<file path="config.mk">
export PLATFORM = sky130hd
export DESIGN_NAME = bank_map
export DESIGN_NICKNAME = d
export VERILOG_FILES = /design/src/logic/cart_pkg.sv /design/src/logic/bank_map.sv
export SDC_FILE = /design/constraint.sdc
export NUM_CORES = 1
export LEC_CHECK = 0
export BUFFER_PORTS_ARGS = -buffer_cell sky130_fd_sc_hd__buf_2
export CORE_MARGIN = 3
export CORE_UTILIZATION = 13
export DETAILED_ROUTE_END_ITERATION = 10
export PLACE_DENSITY = 0.89
export SLEW_MARGIN = 10
export SYNTH_ARGS = -nofsm -noshare
export SYNTH_HDL_FRONTEND = slang
export SYNTH_SLANG_ARGS = --single-unit
</file>
<file path="constraint.sdc">
create_clock -name vclk -period 0.8
set_input_delay 0.12 -clock vclk [all_inputs]
set_output_delay 0.12 -clock vclk [all_outputs]
set_load 0.03 [all_outputs]
</file>
<file path="src/logic/cart_pkg.sv">
package cart_pkg;

    // Cartridge slot bus widths
    localparam int CPU_ADDR_BITS = 15;
    localparam int PPU_ADDR_BITS = 14;
    localparam int CHR_ADDR_BITS = 13;     // Pattern tables only, $0000-$1FFF
    localparam int MEM_ADDR_BITS = 16;

    typedef logic [MEM_ADDR_BITS-1:0] mem_addr_t;
    typedef logic [CPU_ADDR_BITS-1:0] cpu_addr_t;
    typedef logic [PPU_ADDR_BITS-1:0] ppu_addr_t;
    typedef logic [7:0]               byte_t;

    typedef logic [4:0]  apb_addr_t;
    typedef logic [31:0] apb_data_t;

    // CPU side of the slot, sampled on M2
    typedef struct packed {
        cpu_addr_t addr;
        logic      rw;         // High for a read
        logic      rom_ce;     // Active low, $8000-$FFFF
        logic      m2_high;    // M2 phase seen as a level
    } cpu_bus_t;

    typedef struct packed {
        ppu_addr_t addr;
        logic      rd_n;
    } ppu_bus_t;

    // Qualified reads leaving the decoder
    typedef struct packed {
        logic                     prg_rd;
        logic                     chr_rd;
        cpu_addr_t                cpu_addr;
        logic [CHR_ADDR_BITS-1:0] ppu_low_addr;
    } rd_req_t;

    typedef struct packed {
        mem_addr_t prg_addr;
        mem_addr_t chr_addr;
        logic      prg_rd;
        logic      chr_rd;
    } mem_rd_t;

    typedef struct packed {
        logic      we;
        mem_addr_t addr;
        byte_t     data;
    } load_wr_t;

    // APB register map
    localparam apb_addr_t REG_PRG_OFFSET = 5'h00;
    localparam apb_addr_t REG_CHR_OFFSET = 5'h04;
    localparam apb_addr_t REG_CONTROL    = 5'h08;
    localparam apb_addr_t REG_LOAD_ADDR  = 5'h0C;
    localparam apb_addr_t REG_LOAD_DATA  = 5'h10;
    localparam int        CTRL_LOAD_BIT  = 0;

    typedef enum logic [1:0] {IDLE, SETUP, ACCESS} apb_state_t;

endpackage

</file>
<file path="src/logic/bank_map.sv">
`timescale 1ns/100ps

module bank_map #(
    parameter int MEM_ADDR_BITS = cart_pkg::MEM_ADDR_BITS
) (
    input  cart_pkg::rd_req_t   req,
    input  cart_pkg::mem_addr_t prg_offset,
    input  cart_pkg::mem_addr_t chr_offset,
    output cart_pkg::mem_rd_t   rd
);

    localparam int CPU_PAD = MEM_ADDR_BITS - cart_pkg::CPU_ADDR_BITS;
    localparam int CHR_PAD = MEM_ADDR_BITS - cart_pkg::CHR_ADDR_BITS;

    logic [MEM_ADDR_BITS-1:0] prg_base;
    logic [MEM_ADDR_BITS-1:0] chr_base;
    logic [MEM_ADDR_BITS-1:0] prg_bank;
    logic [MEM_ADDR_BITS-1:0] chr_bank;
    logic [MEM_ADDR_BITS-1:0] prg_map;
    logic [MEM_ADDR_BITS-1:0] chr_map;

    // Bus addresses zero-extended to memory width
    assign prg_base = {{CPU_PAD{1'b0}}, req.cpu_addr};
    assign chr_base = {{CHR_PAD{1'b0}}, req.ppu_low_addr};

    assign prg_bank = MEM_ADDR_BITS'(prg_offset);
    assign chr_bank = MEM_ADDR_BITS'(chr_offset);

    // Offsets are aligned to the region size, so OR acts as an add
    assign prg_map = prg_base | prg_bank;
    assign chr_map = chr_base | chr_bank;

    always_comb begin
        rd.prg_addr = cart_pkg::mem_addr_t'(prg_map);
        rd.chr_addr = cart_pkg::mem_addr_t'(chr_map);
        rd.prg_rd   = req.prg_rd;
        rd.chr_rd   = req.chr_rd;
    end

endmodule

</file>
==> results.sh <==
export IMPL_antenna_cells=0
export IMPL_critPathLaunchType="input pin"
export IMPL_synth_top_family_by_area="simple AND/OR/NAND/NOR gates"
export IMPL_wirelength_mm=1.14
export IMPL_synth_compound_area_share_pct=0
export IMPL_first_global_vias=336
export IMPL_drive_gt1_share_pct=75.0
export IMPL_design_power_total_uw=390
export IMPL_hold_path_class="input pin to output port"
export IMPL_cts_setup_buffers=0
export IMPL_synthMuxAreaShare_pct=0
export IMPL_area_sequential_um2=0
export IMPL_synth_top_cell_area_share_pct=79.5
export IMPL_yosys_warnings=0
export IMPL_start_util_pct=14.3
export IMPL_slew_limit_headroom_pct=89.0
export IMPL_min_path_cells=0
export IMPL_fmax_ghz=1.38
export IMPL_powerDensity_mw_per_mm2=633
export IMPL_utilization_pct=39.9
export IMPL_slowest_delay_ns=0.21
export IMPL_syn_to_final_growth_pct=180
export IMPL_die_height_um=47.2
export IMPL_io_buffers=84
export IMPL_setup_viol=0
export IMPL_wl_per_cell_um=8.93
export IMPL_synth_net_count=96
export IMPL_cp_max_fo=1
export IMPL_core_area_mm2=0.00154
export IMPL_grt_first_pass_wirelength_mm=1.17
export IMPL_postRouteAntennaNets=0
export IMPL_seq_cell_count=0
export IMPL_avgSynthCellArea_um2=6.48
export IMPL_p_leak_nw=0.359
export IMPL_crit_type="input pin to output port"
export IMPL_worstPathCellList="buf_2, or2_1, buf_2"
export IMPL_yosysTopAreaCell="or2_1"
export IMPL_yosys_area_share_simple_pct=79.5
export IMPL_rsz0062_at_grt="false"
export IMPL_grt_usage_pct=6.79
export IMPL_worst_path_most_repeated_cell="buf_2"
export IMPL_grt_max_degree=2
export IMPL_hold_buffers=0
export IMPL_fp_dieArea_mm2=0.00222
export IMPL_routed_via_density=3.87
export IMPL_overflow=0
export IMPL_die_x_um=47.2
export IMPL_tns_ns=0
export IMPL_nNetsFinal=176
export IMPL_cp_arrival_ns=0.60
export IMPL_synthXorXnorAreaFrac_pct=0
export IMPL_cap_violations=0
export IMPL_finalCritPeriodShare_pct=90.4
export IMPL_synthAdderAreaFrac_pct=0
export IMPL_cts_resized=0
export IMPL_synth_area_top_cells="or2_1 80%, buf_4 20%"
export IMPL_fillers=165
export IMPL_drc=0
export IMPL_synth_seq_area_share_pct=0
export IMPL_syn_inst=34
export IMPL_timing_hold_ws_ns=0.240
export IMPL_tightest_slew_ns=0.166
export IMPL_critPathSlowestCell="or2_1"
export IMPL_pin_count=96
export IMPL_yosysUniqueCellTypes=2
export IMPL_final_max_slew_viol_count=0
export IMPL_rows=14
export IMPL_via_count=495
export IMPL_required_ns=0.68
export IMPL_syn_area_um2=220
export IMPL_drt_iter0_drc=0
export IMPL_min_period_ns=0.723
export IMPL_gp_congestion=0.563
export IMPL_cp_end_kind="output port"
export IMPL_finalHoldViolations=0
export IMPL_drtPass1Iterations=1
export IMPL_status="finished clean"
export IMPL_peakVddDrop_uv=243
export IMPL_antenna_found_initial=0
export IMPL_nClkBuffers=0
==> power by group <==
part	switching, mW	internal [mW]
clock	0	0
combinational	0.215	0.174
sequential	0	0
total	0.215	0.174
==> metrics by stage <==
| step | setup slack [ns] | std cells | cell area [um2] |
|---|---|---|---|
| finish | 0.0769 | 128 | 616 |
| global route | 0.0545 | 128 | 616 |
| CTS | 0.0713 | 128 | 616 |
| detailed placement | 0.0713 | 128 | 616 |
| global placement | 0.0736 | 128 | 616 |
| floorplan | 0.231 | 34 | 220 |
==> final cells by class <==
type / count / area, um2 / area share [%]
Timing Repair Buffer: 84 / 420 / 68.3
Tap cell: 16 / 20.0 / 3.25
Multi-Input combinational cell: 28 / 175 / 28.5
==> cell usage in the layout, fill, tap and decap left out <==
cell type and count:
buf_2 84, or2_1 28
==> final timing paths <==
| kind | from | end | slack, ns |
|---|---|---|---|
| setup / recovery | chr_offset[0] | rd[2] | 0.08 |
| hold / removal | chr_offset[13] | rd[15] | 0.24 |
==> cell usage after synthesis, drive strengths merged <==
library cell and number:
buf 6, or2 28
==> per-layer routing <==
metal | vias to the layer above | share of wire (%) | GRT usage (%) | routed length (um)
met3 | 0 | 20 | 1.53 | 233
met1 | 192 | 26 | 6.97 | 296
met4 | 0 | 0 | 0 | 0
met2 | 51 | 54 | 14.4 | 613
li1 | 252 | - | - | -
met5 | - | 0 | 0 | 0
==> kinds of logic (layout without fill, tap and decap cells) <==
group | count (synthesis) | count (layout)
simple gates | 28 | 28
buf+inv | 6 | 84
==> critical path: cells and delay by family <==
kind | cells | cell delay, ns
and+or+nand+nor | 1 | 0.21
buffers and inverters | 2 | 0.27
(Power assumes the default switching activity.)
