$ cat src/logic/cart_pkg.sv
package cart_pkg;

    // Cartridge slot bus widths
    localparam int CPU_ADDR_BITS = 15;
    localparam int PPU_ADDR_BITS = 14;
    localparam int CHR_ADDR_BITS = 13;     // Pattern tables only, $0000-$1FFF
    localparam int MEM_ADDR_BITS = 16;

    typedef logic [MEM_ADDR_BITS-1:0] mem_addr_t;
    typedef logic [CPU_ADDR_BITS-1:0] cpu_addr_t;
    typedef logic [PPU_ADDR_BITS-1:0] ppu_addr_t;
    typedef logic [7:0]               byte_t;

    typedef logic [4:0]  apb_addr_t;
    typedef logic [31:0] apb_data_t;

    // CPU side of the slot, sampled on M2
    typedef struct packed {
        cpu_addr_t addr;
        logic      rw;         // High for a read
        logic      rom_ce;     // Active low, $8000-$FFFF
        logic      m2_high;    // M2 phase seen as a level
    } cpu_bus_t;

    typedef struct packed {
        ppu_addr_t addr;
        logic      rd_n;
    } ppu_bus_t;

    // Qualified reads leaving the decoder
    typedef struct packed {
        logic                     prg_rd;
        logic                     chr_rd;
        cpu_addr_t                cpu_addr;
        logic [CHR_ADDR_BITS-1:0] ppu_low_addr;
    } rd_req_t;

    typedef struct packed {
        mem_addr_t prg_addr;
        mem_addr_t chr_addr;
        logic      prg_rd;
        logic      chr_rd;
    } mem_rd_t;

    typedef struct packed {
        logic      we;
        mem_addr_t addr;
        byte_t     data;
    } load_wr_t;

    // APB register map
    localparam apb_addr_t REG_PRG_OFFSET = 5'h00;
    localparam apb_addr_t REG_CHR_OFFSET = 5'h04;
    localparam apb_addr_t REG_CONTROL    = 5'h08;
    localparam apb_addr_t REG_LOAD_ADDR  = 5'h0C;
    localparam apb_addr_t REG_LOAD_DATA  = 5'h10;
    localparam int        CTRL_LOAD_BIT  = 0;

    typedef enum logic [1:0] {IDLE, SETUP, ACCESS} apb_state_t;

endpackage

$ cat src/logic/cart_regs.sv
`timescale 1ns/100ps

module cart_regs (
    input  logic                M2,
    input  logic                rst_n,
    input  logic                psel,
    input  logic                penable,
    input  logic                pwrite,
    input  cart_pkg::apb_addr_t paddr,
    input  cart_pkg::apb_data_t pwdata,
    output cart_pkg::apb_data_t prdata,
    output cart_pkg::mem_addr_t prg_offset,
    output cart_pkg::mem_addr_t chr_offset,
    output logic                load_state,
    output cart_pkg::load_wr_t  load_wr
);

    cart_pkg::apb_state_t apb_state;    // Phase of the previous cycle
    cart_pkg::apb_state_t apb_next;
    logic                 wr_en;
    logic                 load_hit;
    cart_pkg::mem_addr_t  load_addr;    // Next byte of the load window
    logic                 wr_we_q;
    cart_pkg::mem_addr_t  wr_addr_q;
    cart_pkg::byte_t      wr_data_q;

    always_comb begin
        if (!psel)
            apb_next = cart_pkg::IDLE;
        else if (!penable)
            apb_next = cart_pkg::SETUP;
        else
            apb_next = cart_pkg::ACCESS;
    end

    // Access cycle must follow a setup cycle
    assign wr_en    = psel && penable && pwrite && (apb_state == cart_pkg::SETUP);
    assign load_hit = wr_en && (paddr == cart_pkg::REG_LOAD_DATA);

    always_ff @(posedge M2) begin
        if (!rst_n) begin
            apb_state  <= cart_pkg::IDLE;
            prg_offset <= '0;
            chr_offset <= '0;
            load_state <= 1'b0;
            load_addr  <= '0;
            wr_we_q    <= 1'b0;
        end else begin
            apb_state <= apb_next;
            wr_we_q   <= load_hit;      // One cycle strobe
            if (wr_en) begin
                case (paddr)
                    cart_pkg::REG_PRG_OFFSET: prg_offset <= cart_pkg::mem_addr_t'(pwdata);
                    cart_pkg::REG_CHR_OFFSET: chr_offset <= cart_pkg::mem_addr_t'(pwdata);
                    cart_pkg::REG_CONTROL:    load_state <= pwdata[cart_pkg::CTRL_LOAD_BIT];
                    cart_pkg::REG_LOAD_ADDR:  load_addr  <= cart_pkg::mem_addr_t'(pwdata);
                    cart_pkg::REG_LOAD_DATA:  load_addr  <= load_addr + 1'b1;
                    default: ;
                endcase
            end
        end
    end

    // Byte and address of the pending memory write
    always_ff @(posedge M2) begin
        if (load_hit) begin
            wr_addr_q <= load_addr;
            wr_data_q <= cart_pkg::byte_t'(pwdata);
        end
    end

    always_comb begin
        load_wr.we   = wr_we_q;
        load_wr.addr = wr_addr_q;
        load_wr.data = wr_data_q;
    end

    always_comb begin
        prdata = '0;
        if (psel && !pwrite) begin
            case (paddr)
                cart_pkg::REG_PRG_OFFSET: prdata = cart_pkg::apb_data_t'(prg_offset);
                cart_pkg::REG_CHR_OFFSET: prdata = cart_pkg::apb_data_t'(chr_offset);
                cart_pkg::REG_CONTROL:    prdata[cart_pkg::CTRL_LOAD_BIT] = load_state;
                cart_pkg::REG_LOAD_ADDR:  prdata = cart_pkg::apb_data_t'(load_addr);
                default:                  prdata = '0;   // Data window reads as zero
            endcase
        end
    end

    // APB: enable is only raised after a cycle with the slave selected
    penable_after_psel: assert property (
        @(posedge M2) disable iff (!rst_n)
        $rose(penable) |-> $past(psel)
    ) else $error("penable rose without psel in the setup cycle");

endmodule

$ cat config.mk
export PLATFORM = sky130hd
export DESIGN_NAME = cart_regs
export DESIGN_NICKNAME = d
export VERILOG_FILES = /design/src/logic/cart_pkg.sv /design/src/logic/cart_regs.sv
export SDC_FILE = /design/constraint.sdc
export NUM_CORES = 1
export LEC_CHECK = 0
export ABC_CLOCK_PERIOD_IN_PS = 2800
export BUFFER_PORTS_ARGS = -buffer_cell sky130_fd_sc_hd__clkbuf_2
export CAP_MARGIN = 20
export CORE_MARGIN = 2
export CORE_UTILIZATION = 50
export DETAILED_ROUTE_END_ITERATION = 6
export PLACE_DENSITY_LB_ADDON = 0.05
export SYNTH_ARGS = -nofsm -noshare
export SYNTH_HDL_FRONTEND = slang
export SYNTH_SLANG_ARGS = --single-unit
$ cat constraint.sdc
create_clock -name M2 -period 2.8 [get_ports M2]
set_input_delay 0.56 -clock M2 [delete_from_list [all_inputs] [get_ports M2]]
set_output_delay 0.56 -clock M2 [all_outputs]
set_load 0.02 [all_outputs]
==> results.yml, run 1 <==
timing:
  setup_tns_ps: 0
  hold_viol: 0
  final-max-slew-violation-count: 0
  setup_viol: 0
  fin_crit_sh_pct: 81.6
  fin_skew_ps: 6.20
  rsz0062_at_grt: "false"
  slew_headroom_pct: 48.0
  period_needed_ps: 2280
  tightest_slew_ps: 779
  max_freq_ghz: 0.438
detailed_routing:
  drc: 0
  num_vias: 3390
  drt_wl_total_um: 10300
  first_pass_iters: 5
  wl_per_cell_um: 17.3
  ant_nets: 0
  vias_per_cell: 5.71
  drt_iter0_drc: 262
critical_path:
  cp_slowest_cell: "buf_4"
  worst-path-max-fanout: 17
  crit_arrival_ps: 1720
  critPathBufInv: 4
  worstReg2RegEnd: "load_addr[6]"
  reg2regPathDepth: 5
  endpoint: "prdata[15]"
  end_kind: "output pin"
  r2r_slack_ps: 870
  cpPeakStageDelay_ps: 250
  crit_start: "paddr[3]"
  timing.rr.start: "load_addr[0]"
  start_kind: "primary input"
  path_class: "in -> out"
  worstPathRequired_ps: 2240
  crit_chain: "clkbuf_2 -> buf_4 -> and2_1 -> buf_4 -> a21oi_1 -> nor2_1 -> clkbuf_2"
  crit_family: "buffers and inverters"
  cp.depth: 7
finish:
  antenna_cells: 0
  fin_cells: 594
  layout-drive-gt1-share_pct: 27.9
  area_growth_pct: 21.5
  nets: 533
  fill_cells: 678
grt:
  grt_util_all_layers_pct: 24.9
  grt_pass1_vias: 3037
  grt.overflow.total: 0
  grtUsageMet3_pct: 4.67
  busiest_layer: "met2"
  grt_max_degree: 41
  met1_usage_pct: 35.9
  grt_pass1_wl_um: 16100
  antenna_found_initial: 0
  grt_use_met2_pct: 37.1
floorplanning:
  core_um2: 7210
  die_h_um: 90.3
  num_rows: 31
  fp.dieArea_um2: 8150
  dieWidth_um: 90.3
  initial_core_util_pct: 51.6
  io_pins: 132
synthesis:
  yosys.cell_count.top_type: "nor2_1"
  synth_top_area_share_pct: 28.0
  netlist_instances: 389
  avgSynthCellArea_um2: 9.57
  synthFlopType: "dfxtp_1"
  yosys-top-cells-count: "69 x nor2_1, 52 x dfxtp_1, 49 x mux2i_1"
  synth_area_leaders: "dfxtp_1 28%, edfxtp_1 19%, mux2i_1 13%"
  syn-cell-area_um2: 3720
  async_flop_share_pct: 0
  yosysTopAreaCell: "dfxtp_1"
  yosysUniqueCellTypes: 58
  synth_edf_count: 24
  synth_warnings: 0
  yosys_register_bits: 76
  ys_seq_area_share_pct: 47.3
cts:
  cts_buffers: 9
  cts-root-buf: "clkbuf_8"
  cts_resized: 0
  cts_tree: "yes"
  cts.sinks: 76
  holdBufCountCts: 0
  postCtsSetupBuffers: 0
  cts_max_level: 3
  insertion_delay_ps: 350
  clockBufferDepth: 2
  cts.clk_slew.worst_paths_ps: 80
placement:
  hpwlAfterDp_um: 7420
  placed_cells: 578
  port-buffer-count: 99
  place.gp.congestion: 0.901
power_and_ir_drop:
  leakage_nw: 2.05
  ir_drop_mv: 0.242
  power.density_nw_per_um2: 482
run_status:
  status: "completed"
run:
  drv_cap: 0
min_path:
  worst_hold_path_type: "in -> reg"
metal layers:
metal	up-vias	part of all wire, %
met5	-	0
met4	0	2.3
met3	26	8.6
met2	180	45
met1	1599	44
li1	1585	-
worst reg2reg max path: stages (launching register included):
cell	delay, ps
dfxtp_1	490
ha_1	230
nand3_1	220
or4_4	480
or3_1	320
a31oi_1	120
how the worst min path moves through the flow:
stage                  startpoint            end  slack [ps]  depth (start not counted)
floorplan            load_addr[4]   wr_addr_q[4]         410                          0
global placement    chr_offset[0]  chr_offset[0]         500                          2
detailed placement  chr_offset[9]  chr_offset[9]         520                          2
CTS                       penable   apb_state[0]         400                          2
global route              penable   apb_state[0]         410                          2
finish                    penable   apb_state[0]         400                          2
logic make-up (layout without fill, tap and decap cells):
group | count (synthesis) | in the layout | share of synthesized area [%]
DFF | 76 | 76 | 47.3
adders and majority gates | 1 | 1 | 0.336
muxes | 50 | 50 | 13.8
buffers and inverters | 49 | 140 | 6.86
other | 1 | 16 | 0.101
AOI/OAI and AO/OA | 65 | 65 | 11.8
xor gates and xnor gates | 1 | 1 | 0.235
and+or+nand+nor | 146 | 146 | 19.6
cell type report:
cell class | instances | area, um2 | share of cell area, %
Timing Repair Buffer | 118 | 638 | 14.1
Clock buffer | 9 | 124 | 2.74
Clock inverter | 7 | 91.3 | 2.02
Multi-Input combinational cell | 279 | 1760 | 38.9
Inverter | 6 | 22.5 | 0.498
Tap cell | 99 | 124 | 2.74
Sequential cell | 76 | 1760 | 38.9
power by group:
group | switching, mW | internal (mW)
registers | 0.00138 | 1.13
logic | 0.0985 | 0.0390
clock network | 0.413 | 0.497
total | 0.513 | 1.67
stage by stage:
| stage | setup WS [ps] | instance area, um2 | util [%] | hold WS (ps) | total power, mW |
|---|---|---|---|---|---|
| finish | 516 | 4520 | 62.7 | 401 | 2.18 |
| global route | 395 | 4520 | 62.7 | 409 | 2.24 |
| CTS | 527 | 4520 | 62.7 | 396 | 2.19 |
| detailed placement | 531 | 4310 | 59.7 | 515 | 1.29 |
| global placement | 522 | 4310 | 59.7 | 499 | 1.29 |
| floorplan | 341 | 3780 | - | 406 | 1.25 |
flip-flops by register name, indices dropped and copies added (netlist names):
register and count:
apb_state 2, chr_offset 16, load_addr 16, load_state 1, prg_offset 16, wr_addr_q 16
wr_data_q 8, wr_we_q 1
cells in the final DEF (no fill, tap or decap), types with 2 or more instances in the layout:
master and count:
a32oi_1 3, clkinvlp_4 2, nand4_1 9, a221oi_1 4
nor4_1 5, o32ai_1 6, a21boi_0 2, mux2i_1 49
nand3_1 8, dfxtp_1 52, nand2_1 16, a31oi_1 2
inv_1 5, o22ai_1 2, buf_4 19, conb_1 16
and2_1 3, or3_1 2, nor3_1 5, clkbuf_2 99
edfxtp_1 24, clkinv_1 3, and3_1 7, bufinv_16 2
and4_1 5, nand4b_1 2, clkbuf_8 9, nor2_1 69
nor2b_1 4, a211o_1 2, o21ai_0 3, a21oi_1 28
(Power assumes the default switching activity.)
==> inputs of run 2 (changes only) <==
- ABC_CLOCK_PERIOD_IN_PS: 2800 -> 2300
- clock period: 2.8 -> 2.3 ns (I/O delays scaled with it)
==> run 2 against run 1 <==
  * First-iteration DRC count shrank 9.2%
  * Setup slack lost 260 ps
  * Design area grew 0.66%
  * Worst hold slack lost 100 ps
  * Critical path type is now reg -> out
  * Clock skew grew 1.8 ps
  * Count of clock-buffer cells in the layout is the same
==> results.yml, run 2 (synthesis gave the netlist of run 1 again) <==
detailed_routing:
  vias_per_cell: 5.69
  ant_nets: 0
  num_vias: 3402
  drt_iter0_drc: 238
  drc: 0
  first_pass_iters: 5
  drt_wl_total_um: 10200
  wl_per_cell_um: 17.1
critical_path:
  start_kind: "flip-flop"
  critPathBufInv: 2
  path_class: "reg -> out"
  crit_family: "multiplexers"
  timing.rr.start: "load_addr[1]"
  cp_slowest_cell: "mux4_2"
  crit_start: "load_addr[0]"
  crit_chain: "buf_4 -> mux4_2 -> nor2b_1 -> clkbuf_2"
  reg2regPathDepth: 5
  crit_arrival_ps: 1580
  end_kind: "output pin"
  cp.depth: 4
  worst-path-max-fanout: 7
  worstPathRequired_ps: 1840
  cpPeakStageDelay_ps: 460
floorplanning:
  fp.dieArea_um2: 8150
  dieWidth_um: 90.3
  initial_core_util_pct: 51.6
  core_um2: 7210
  die_h_um: 90.3
  num_rows: 31
  io_pins: 132
placement:
  dp_worst_setup_slack_ps: 244
  hpwlAfterDp_um: 7470
  place.gp.congestion: 0.887
  port-buffer-count: 99
  place_area_um2: 4340
  placed_cells: 582
timing:
  worst_slack_ps: 256
  rsz0062_at_grt: "false"
  fin_crit_sh_pct: 88.8
  final-max-slew-violation-count: 0
  setup_viol: 0
  max_freq_ghz: 0.489
  fin_skew_ps: 7.96
  setup_tns_ps: 0
  period_needed_ps: 2040
  hold_viol: 0
cts:
  postCtsSetupBuffers: 0
  cts_buffers: 9
  cts_tree: "yes"
  holdBufCountCts: 0
  cts.clk_slew.worst_paths_ps: 80
  cts.sinks: 76
  cts-root-buf: "clkbuf_8"
  cts_max_level: 3
  insertion_delay_ps: 360
  cts_resized: 0
  clockBufferDepth: 2
grt:
  grt_pass1_wl_um: 15900
  antenna_found_initial: 0
  grt_util_all_layers_pct: 24.8
  grt_pass1_vias: 3032
  grt.overflow.total: 0
  grt_max_degree: 19
min_path:
  min-delay-start: "penable"
  hold_path_depth: 2
  worst_hold_path_type: "in -> reg"
finish:
  fill_cells: 683
  layout-drive-gt1-share_pct: 28.5
  area_growth_pct: 22.3
  antenna_cells: 0
  postLayoutCellArea_um2: 4550
  layout_commonest_cell: "clkbuf_2"
  fin_cells: 598
  final_cell_mix: "99 x clkbuf_2, 69 x nor2_1, 52 x dfxtp_1, 49 x mux2i_1, 28 x a21oi_1"
  nets: 537
  final_util_pct: 63.1
power_and_ir_drop:
  power_frac_comb_pct: 6.5
  leakage_nw: 2.07
  p_switching_uw: 613
  p_clk_share_pct: 41.4
  p_int_mw: 2.03
  p_seq_share_pct: 52.1
  power.density_nw_per_um2: 581
  ir_drop_mv: 0.274
  p_sw_share_pct: 23.2
run_status:
  status: "completed"
run:
  drv_cap: 0
run 2: cell count changes in the layout (fill, tap and decap cells not counted), sizes merged:
cell and change:
buf +4
run 2: power by group through the flow:
stage | logic (mW) | registers (mW) | clock network (mW)
after floorplan | 0.113 | 1.41 | 0
after global placement | 0.168 | 1.41 | 0
after detailed placement | 0.168 | 1.41 | 0
after CTS | 0.169 | 1.38 | 1.10
after global routing | 0.183 | 1.38 | 1.16
final | 0.172 | 1.38 | 1.10
run 2: worst reg2reg max path, delay by kind of cell, from the launching register on:
| family | cells | cell delay [ps] |
|---|---|---|
| AO/OA/AOI/OAI | 1 | 130 |
| flip-flops | 1 | 440 |
| AND/OR/NAND/NOR | 3 | 1020 |
| adder cells (fa/ha/maj) | 1 | 230 |
run 2: final timing paths:
kind / end / slack (ps)
worst max-delay path: prdata[0] / 260
worst min-delay path: apb_state[0] / 300
worst max register to register: load_addr[6] / 410
worst min register to register: chr_offset[11] / 530
run 2: per-stage QoR:
stage	power [mW]	hold WS, ps
after floorplan	1.52	406
after global placement	1.58	501
after detailed placement	1.58	514
after CTS	2.65	299
after global routing	2.72	321
final	2.65	298
run 2: final cells by class:
type	instances	area, um2	area share [%]
Tap cell	99	124	2.72
Clock buffer	9	124	2.72
Multi-Input combinational cell	279	1760	38.7
Sequential cell	76	1760	38.7
Timing Repair Buffer	122	668	14.7
Clock inverter	7	91.3	2.01
Inverter	6	22.5	0.495
run 2: routing by layer:
metal	vias up	GRT usage, %	share of wire [%]
met2	160	37.0	45
met1	1624	35.3	45
met3	17	4.92	7.6
met4	0	10.1	1.9
li1	1601	-	-
met5	-	0	0
